File: config.mk
export PLATFORM = sky130hd
export DESIGN_NAME = scope_capture
export DESIGN_NICKNAME = d
export VERILOG_FILES = /design/src/hw/sample_pkg.sv /design/src/hw/trig_pkg.sv /design/src/hw/trigger_detect.sv /design/src/hw/capture_ctrl.sv /design/src/hw/sample_ram.sv /design/src/hw/scope_capture.sv
export SDC_FILE = /design/constraint.sdc
export NUM_CORES = 2
export LEC_CHECK = 0
export BUFFER_PORTS_ARGS = -buffer_cell sky130_fd_sc_hd__buf_2
export CORE_MARGIN = 4
export CORE_UTILIZATION = 45
export CTS_CLUSTER_DIAMETER = 40
export DETAILED_ROUTE_END_ITERATION = 7
export PLACE_DENSITY = 0.6
export RECOVER_POWER = 25
export SLEW_MARGIN = 10
export SYNTH_ARGS = -nofsm -noshare
export SYNTH_HDL_FRONTEND = slang
export SYNTH_HIERARCHICAL = 1
export SYNTH_SLANG_ARGS = --single-unit
File: constraint.sdc
create_clock -name clk -period 3.94 [get_ports clk]
set_input_delay 0.394 -clock clk [delete_from_list [all_inputs] [get_ports clk]]
set_output_delay 0.394 -clock clk [all_outputs]
set_load 0.02 [all_outputs]
File: src/hw/sample_pkg.sv
package sample_pkg;

    ////////////////////////////////////////////////////////////////////////////
    // Sample stream
    ////////////////////////////////////////////////////////////////////////////

    // ADC word width
    localparam int SAMPLE_W = 8;

    // One raw sample
    typedef logic [SAMPLE_W-1:0] sample_t;

    // Full scale, the ceiling for the high threshold
    localparam sample_t SAMPLE_MAX = '1;

    // Incoming stream word, valid strobe plus data
    typedef struct packed {
        logic    valid;
        sample_t data;
    } sample_beat_t;

    ////////////////////////////////////////////////////////////////////////////
    // Capture buffer geometry
    ////////////////////////////////////////////////////////////////////////////

    localparam int BUF_DEPTH = 256;
    localparam int BUF_AW    = 8;

    // Address, or a count that wraps with the buffer
    typedef logic [BUF_AW-1:0] buf_addr_t;

endpackage

File: src/hw/trig_pkg.sv
package trig_pkg;

    import sample_pkg::*;

    ////////////////////////////////////////////////////////////////////////////
    // Trigger configuration
    ////////////////////////////////////////////////////////////////////////////

    // Encoding width of the mode field
    localparam int TRIG_MODE_W = 2;

    // Trigger kinds
    // Edge modes use hysteresis, level mode ignores it
    typedef enum logic [TRIG_MODE_W-1:0] {
        TRIG_RISE  = 2'd0,
        TRIG_FALL  = 2'd1,
        TRIG_LEVEL = 2'd2
    } trig_mode_e;

    // Held stable by the user from arm until done
    typedef struct packed {
        trig_mode_e mode;
        // Trigger level
        sample_t    level;
        // Half-width of the hysteresis band around level
        sample_t    hyst;
    } trig_cfg_t;

endpackage

File: src/hw/trigger_detect.sv
`timescale 1ns/1ns

module trigger_detect
    import sample_pkg::*, trig_pkg::*;
(
    input  logic         clk,
    input  logic         rst,
    input  logic         arm,
    input  sample_beat_t sample_in,
    input  trig_cfg_t    cfg,
    output logic         fire
);

    ////////////////////////////////////////////////////////////////////////////
    // Thresholds
    ////////////////////////////////////////////////////////////////////////////

    // One extra bit to catch the carry out of level + hyst
    logic [SAMPLE_W:0] hi_sum;
    sample_t           thr_hi;
    sample_t           thr_lo;

    // Compare results for the current sample
    logic              at_hi;
    logic              at_lo;
    logic              at_level;

    // Set by a full excursion to the opposite side of the band
    logic              armed;

    assign hi_sum = {1'b0, cfg.level} + {1'b0, cfg.hyst};

    // Saturate at full scale
    assign thr_hi = hi_sum[SAMPLE_W] ? SAMPLE_MAX : hi_sum[SAMPLE_W-1:0];

    // Saturate at zero
    assign thr_lo = (cfg.level > cfg.hyst) ? (cfg.level - cfg.hyst) : '0;

    assign at_hi    = (sample_in.data >= thr_hi);
    assign at_lo    = (sample_in.data <= thr_lo);
    assign at_level = (sample_in.data >= cfg.level);

    ////////////////////////////////////////////////////////////////////////////
    // Fire decision, same cycle as the sample
    ////////////////////////////////////////////////////////////////////////////

    always_comb begin
        fire = 1'b0;
        if (sample_in.valid) begin
            case (cfg.mode)
                TRIG_RISE:  fire = armed && at_hi;
                TRIG_FALL:  fire = armed && at_lo;
                TRIG_LEVEL: fire = at_level;
                default:    fire = 1'b0;
            endcase
        end
    end

    ////////////////////////////////////////////////////////////////////////////
    // Hysteresis state
    ////////////////////////////////////////////////////////////////////////////

    always_ff @(posedge clk or negedge rst) begin
        if (!rst) begin
            armed <= 1'b0;
        end else if (arm) begin
            // New capture starts without history
            armed <= 1'b0;
        end else if (sample_in.valid) begin
            case (cfg.mode)
                TRIG_RISE: begin
                    // Must dip below the band before the next rise counts
                    if (fire) begin
                        armed <= 1'b0;
                    end else if (at_lo) begin
                        armed <= 1'b1;
                    end
                end
                TRIG_FALL: begin
                    // Mirror image, must climb above the band first
                    if (fire) begin
                        armed <= 1'b0;
                    end else if (at_hi) begin
                        armed <= 1'b1;
                    end
                end
                default: armed <= 1'b0;
            endcase
        end
    end

    // A pulse on an empty stream slot would be a phantom trigger
    a_fire_needs_valid: assert property (
        @(posedge clk) disable iff (!rst) fire |-> sample_in.valid
    );

endmodule

File: src/hw/capture_ctrl.sv
`timescale 1ns/1ns

module capture_ctrl
    import sample_pkg::*;
(
    input  logic         clk,
    input  logic         rst,
    input  logic         arm,
    input  logic         fire,
    input  logic         rd_en,
    input  sample_beat_t sample_in,
    input  buf_addr_t    pre_len,
    input  buf_addr_t    rd_index,
    output logic         wr_en,
    output buf_addr_t    wr_addr,
    output buf_addr_t    rd_addr,
    output sample_t      wr_data,
    output logic         done,
    output logic         triggered
);

    // Capture phases
    // Done is not a state of its own, it is the done flag while in IDLE
    typedef enum logic [1:0] {
        IDLE,
        FILL,
        WAIT_TRIG,
        POST
    } cap_state_e;

    cap_state_e state;

    // Next write location
    buf_addr_t  wr_ptr;
    // Samples written since arm, FILL only
    buf_addr_t  pre_cnt;
    // Samples written after the trigger sample
    buf_addr_t  post_cnt;
    // Where the trigger sample landed
    buf_addr_t  trig_addr;
    // Samples still owed after the trigger sample
    buf_addr_t  post_len;

    assign post_len = buf_addr_t'(BUF_DEPTH - 1) - pre_len;

    ////////////////////////////////////////////////////////////////////////////
    // Write port
    ////////////////////////////////////////////////////////////////////////////

    // Arm cycle sample is dropped, capture begins on the next one
    assign wr_en   = sample_in.valid && !arm && (state != IDLE);
    assign wr_addr = wr_ptr;
    assign wr_data = sample_in.data;

    ////////////////////////////////////////////////////////////////////////////
    // Capture FSM
    ////////////////////////////////////////////////////////////////////////////

    always_ff @(posedge clk or negedge rst) begin
        if (!rst) begin
            state     <= IDLE;
            wr_ptr    <= '0;
            pre_cnt   <= '0;
            post_cnt  <= '0;
            done      <= 1'b0;
            triggered <= 1'b0;
        end else if (arm) begin
            // Restart from address zero, whatever the current phase
            state     <= (pre_len == '0) ? WAIT_TRIG : FILL;
            wr_ptr    <= '0;
            pre_cnt   <= '0;
            post_cnt  <= '0;
            done      <= 1'b0;
            triggered <= 1'b0;
        end else if (wr_en) begin
            wr_ptr <= wr_ptr + 1'b1;
            case (state)
                FILL: begin
                    // Fire ignored here, the window is not full yet
                    pre_cnt <= pre_cnt + 1'b1;
                    if (pre_cnt + 1'b1 == pre_len) begin
                        state <= WAIT_TRIG;
                    end
                end
                WAIT_TRIG: begin
                    // Keeps overwriting the oldest pre-trigger samples
                    if (fire) begin
                        triggered <= 1'b1;
                        post_cnt  <= '0;
                        if (post_len == '0) begin
                            // Trigger sample was the last one
                            done  <= 1'b1;
                            state <= IDLE;
                        end else begin
                            state <= POST;
                        end
                    end
                end
                POST: begin
                    post_cnt <= post_cnt + 1'b1;
                    if (post_cnt + 1'b1 == post_len) begin
                        done  <= 1'b1;
                        state <= IDLE;
                    end
                end
                default: state <= IDLE;
            endcase
        end
    end

    // Trigger location, no reset needed
    always_ff @(posedge clk) begin
        if (!arm && wr_en && state == WAIT_TRIG && fire) begin
            trig_addr <= wr_ptr;
        end
    end

    ////////////////////////////////////////////////////////////////////////////
    // Readout mapping
    ////////////////////////////////////////////////////////////////////////////

    // Index zero is the oldest sample, pre_len slots before the trigger
    assign rd_addr = trig_addr - pre_len + rd_index;

    // A finished window must never be overwritten
    a_no_write_when_done: assert property (
        @(posedge clk) disable iff (!rst) done |-> !wr_en
    );

    // Readout only of a completed capture
    a_read_only_when_done: assert property (
        @(posedge clk) disable iff (!rst) rd_en |-> done
    );

endmodule

File: src/hw/sample_ram.sv
`timescale 1ns/1ns

module sample_ram
    import sample_pkg::*;
(
    input  logic      clk,
    input  logic      rst,
    input  logic      wr_en,
    input  logic      rd_en,
    input  buf_addr_t wr_addr,
    input  buf_addr_t rd_addr,
    input  sample_t   wr_data,
    output sample_t   rd_data,
    output logic      rd_valid
);

    // Circular capture buffer
    sample_t mem [BUF_DEPTH];

    ////////////////////////////////////////////////////////////////////////////
    // Array ports
    ////////////////////////////////////////////////////////////////////////////

    always_ff @(posedge clk) begin
        // Write side, one sample per cycle
        if (wr_en) begin
            mem[wr_addr] <= wr_data;
        end
        // Read side, data out one cycle after the strobe
        if (rd_en) begin
            rd_data <= mem[rd_addr];
        end
    end

    // Strobe follows the data by the same one cycle
    always_ff @(posedge clk or negedge rst) begin
        if (!rst) begin
            rd_valid <= 1'b0;
        end else begin
            rd_valid <= rd_en;
        end
    end

endmodule

File: src/hw/scope_capture.sv
`timescale 1ns/1ns

module scope_capture
    import sample_pkg::*, trig_pkg::*;
(
    input  logic         clk,
    input  logic         rst,
    input  sample_beat_t sample_in,
    input  trig_cfg_t    trig_cfg,
    input  buf_addr_t    pre_len,
    input  logic         arm,
    input  logic         rd_en,
    input  buf_addr_t    rd_index,
    output logic         done,
    output logic         triggered,
    output sample_t      rd_data,
    output logic         rd_valid
);

    // Trigger pulse, same cycle as its sample
    logic      fire;

    // Memory write port
    logic      wr_en;
    buf_addr_t wr_addr;
    sample_t   wr_data;

    // Physical read location
    buf_addr_t rd_addr;

    ////////////////////////////////////////////////////////////////////////////
    // Trigger, controller, buffer
    ////////////////////////////////////////////////////////////////////////////

    trigger_detect u_trig (
        .clk       (clk),
        .rst       (rst),
        .arm       (arm),
        .sample_in (sample_in),
        .cfg       (trig_cfg),
        .fire      (fire)
    );

    capture_ctrl u_ctrl (
        .clk       (clk),
        .rst       (rst),
        .arm       (arm),
        .fire      (fire),
        .rd_en     (rd_en),
        .sample_in (sample_in),
        .pre_len   (pre_len),
        .rd_index  (rd_index),
        .wr_en     (wr_en),
        .wr_addr   (wr_addr),
        .rd_addr   (rd_addr),
        .wr_data   (wr_data),
        .done      (done),
        .triggered (triggered)
    );

    // Read strobe goes straight to the array
    sample_ram u_ram (
        .clk      (clk),
        .rst      (rst),
        .wr_en    (wr_en),
        .rd_en    (rd_en),
        .wr_addr  (wr_addr),
        .rd_addr  (rd_addr),
        .wr_data  (wr_data),
        .rd_data  (rd_data),
        .rd_valid (rd_valid)
    );

endmodule

==> reports/metrics.cfg <==
[outcome]
status=complete, but fails checks
violations=max-capacitance violations, max-slew violations, negative setup slack

[setup_path]
cp.required_ns=4.57
crit_buf_inv=7
reg2reg_slack_ns=-0.26
setup.worst_path.end_class=register
worst-setup-path-type=register to register
crit_path_max_fanout=6
cp.arrival_ns=4.83
critPathTopFamily=adder cells
crit_chain=inv_2 > fa_1 > inv_2 > fa_4 > buf_12 > buf_16 > buf_12 > buf_8 > mux4_2 > mux4_2 > nor2b_4 > nor4_4 > buf_4 > nor4_2
cp_slowest_stage_delay_ns=0.78
slowest_stage=fa_4
crit_path_start_kind=register

[synthesis]
synth_compound_area_share_pct=4.158
muxShareOfSynthArea_pct=13.91
syn_area_mm2=0.08390
synth_warnings=6
synthArstFlopShare_pct=1.433
syn_nets=4346
synth_edf_count=2064
yosys.area_share.adder_pct=1.035
syn_area_per_cell_um2=19.81
synth_top_family_by_area=multiplexers
synth_xor_xnor_area_share_pct=0.4280
synthSimpleGateAreaFrac_pct=3.494
syn_inst=4235
yosysUniqueCellTypes=89
synth-seq-area-share_pct=74.77
synth-main-ff-cell=edfxtp_1
synth-seq-cells=2094

[cts]
cts_tree=built
clock_latency_ns=0.90
ctsRootBufferMaster=clkbuf_16
cts_buffer_depth=4
cts_buffers=285
htreeDepth=5
cts_sinks=2094
clk_pin_slew_ns=0.06

[sta]
setup_ws_ns=-0.2645
drv_slew=769
setup_viol=8
fin_crit_ns=4.204
hold_viol=0
tightest_slew_ns=3.487
relSlewSlack_pct=-132.5
max_freq_mhz=237.8
fin_crit_sh_pct=106.7
finalClockSkew_ns=0.06119
rsz0062_at_grt=true
totalNegativeSetupSlack_ns=-1.574

[placement]
dp_hpwl_um=141000
io_buffers=57
placed_cell_area_mm2=0.09157
gp_congestion=0.9031

[global_routing]
antenna_found_initial=7
grt_max_degree=145
track_usage_pct=22.90
first_global_vias=45550
grt_pass1_wl_um=320500
grt_overflow=0

[power]
cellPowerDensity_mw_per_mm2=579.0
p_leak_nw=34.08
finalPower_mw=59.31
peakVddDrop_uv=506.3

[flow_run]
maxCapViolations=10

[die]
core_mm2=0.1854
row_count=158
io_pins=58
fp.dieArea_mm2=0.1934
start_util_pct=45.25
die_w_um=439.8
die_h_um=439.8

[drt]
drt-total-wl_um=221000
vias=45200
dr.pass1.iters=6
dr.first_iter.drc_count=5001
ant_nets=0
viasPerCell=5.850
drc=0
wl_per_cell_um=28.60

[layout]
fin_nets=5155
fillCellCount=14130
drive_gt1_share_pct=34.72
fin_area_mm2=0.1024
area_delta_synth_final_pct=22.09

[hold_path]
hp-class=input port to register

==> kinds of logic after synthesis <==
kind of cell / Yosys count
flip-flops: 2094
AND/OR/NAND/NOR: 620
multiplexers: 595
AO/OA/AOI/OAI: 502
buffers and inverters: 319
adder cells (fa/ha/maj): 64
XOR/XNOR: 41
==> final timing paths <==
check                                         startpoint                            end  cells after the start
max                        u_ctrl/trig_addr[1]$_DFFE_PP_     u_ram/rd_data[0]$_DFFE_PP_                     14
min                                         trig_cfg[17]       u_trig/armed$_DFFE_PN0P_                      4
max reg2reg                u_ctrl/trig_addr[1]$_DFFE_PP_     u_ram/rd_data[0]$_DFFE_PP_                     14
min reg2reg                 u_ctrl/triggered$_DFFE_PN0P_   u_ctrl/triggered$_DFFE_PN0P_                      1
max in group asynchronous                            rst  u_ctrl/pre_cnt[4]$_DFFE_PN0P_                      2
min in group asynchronous                            rst  u_ctrl/pre_cnt[6]$_DFFE_PN0P_                      2
==> state kept, by name (all words and copies together) (netlist names) <==
signal / flops
u_ram/mem: 2048
u_ctrl/trig_addr: 8
u_ram/rd_valid: 1
u_ctrl/post_cnt: 8
u_ctrl/pre_cnt: 8
u_ctrl/done: 1
u_ctrl/triggered: 1
u_ctrl/state: 2
u_ctrl/wr_addr: 8
u_trig/armed: 1
u_ram/rd_data: 8
==> routing by layer <==
metal,routed length (µm),track usage (%),vias to the layer above,share of wire (%)
met1,89750,32.03,23820,41
li1,-,-,19170,-
met4,7335,7.421,0,3.3
met2,106300,36.56,1857,48
met5,0,0,-,0
met3,17610,4.446,355,8.0
==> tightest hold or removal path: cells and delay by family <==
family / cells / cell delay, ns
AOI/OAI and AO/OA: 3 / 0.29
buffers and inverters: 1 / 0.16
==> through the flow <==
stage / utilization, % / hold WS [ns] / worst slack (ns) / cells
2_1_floorplan: - / 0.09841 / -0.06240 / 4235
3_3_place_gp: 49.38 / 0.4615 / -1.595 / 7156
3_5_place_dp: 49.38 / 0.4667 / -1.639 / 7156
4_1_cts: 55.05 / 0.07387 / -0.2374 / 7707
5_1_grt: 55.24 / 0.02717 / -0.3356 / 7725
6_report: 55.24 / 0.03366 / -0.2645 / 7727
==> final cells by class <==
class / count / area [µm²] / share of cell area, %
tap: 2480 / 3103 / 3.029
clock buffer: 323 / 7423 / 7.247
timing repair buffer: 782 / 6878 / 6.714
clock inverter: 165 / 1745 / 1.704
inverter: 59 / 221.5 / 0.2162
multi-input combinational: 1822 / 20330 / 19.84
antenna: 2 / 5.005 / 0.004886
sequential: 2094 / 62730 / 61.24
==> cell usage after synthesis, drive strengths merged, types with 41 or more instances <==
master,instances,share of area (%)
mux2i,138,1.6
nand3,51,0.32
edfxtp,2064,74
a21oi,132,0.79
nand2,60,0.27
a22oi,133,1.2
buf,136,1.4
nor2b,45,0.34
o221ai,49,0.52
o21ai,41,0.25
nor2,316,1.4
ha,55,0.82
mux4,456,12
clkbuf,124,0.59
inv,58,0.26
==> placed cells by master (no fill, tap or decap), types with 14 or more instances in the layout <==
cell / n
nand2b_1: 16
xor2_1: 17
o21ai_0: 35
inv_6: 37
clkinv_2: 34
clkbuf_16: 292
inv_1: 54
ha_1: 51
o221ai_1: 33
bufinv_16: 26
nor3_1: 20
edfxtp_1: 2064
nand4_1: 22
buf_4: 600
buf_6: 19
o22ai_1: 20
dfrtp_1: 30
nand2_1: 60
clkinvlp_4: 14
clkbuf_1: 41
buf_2: 47
clkinv_1: 28
o211ai_1: 16
nor2b_1: 34
xnor2_1: 18
a22oi_1: 125
a21oi_2: 24
clkinv_4: 20
nor2_1: 309
nand3_1: 46
mux2i_1: 138
a21oi_1: 107
buf_12: 72
mux4_2: 454
==> what timing repair did <==
| item | CTS | global route |
|---|---|---|
| hold endpoints to repair | 259 | 1 |
| pin swaps | 30 | 46 |
| setup endpoints to repair | 8 | 9 |
| setup buffers | 50 | 21 |
| hold buffers | 12 | 1 |
| cloned | 5 | 0 |
| gates resized for setup | 136 | 63 |
==> power breakdown <==
part           internal [mW]  switching, mW  leakage, nW
combinational           4.26           5.45         10.7
clock                   15.3           9.50         4.47
sequential              24.6          0.144         19.0
Power figures use the tool's default switching activity.
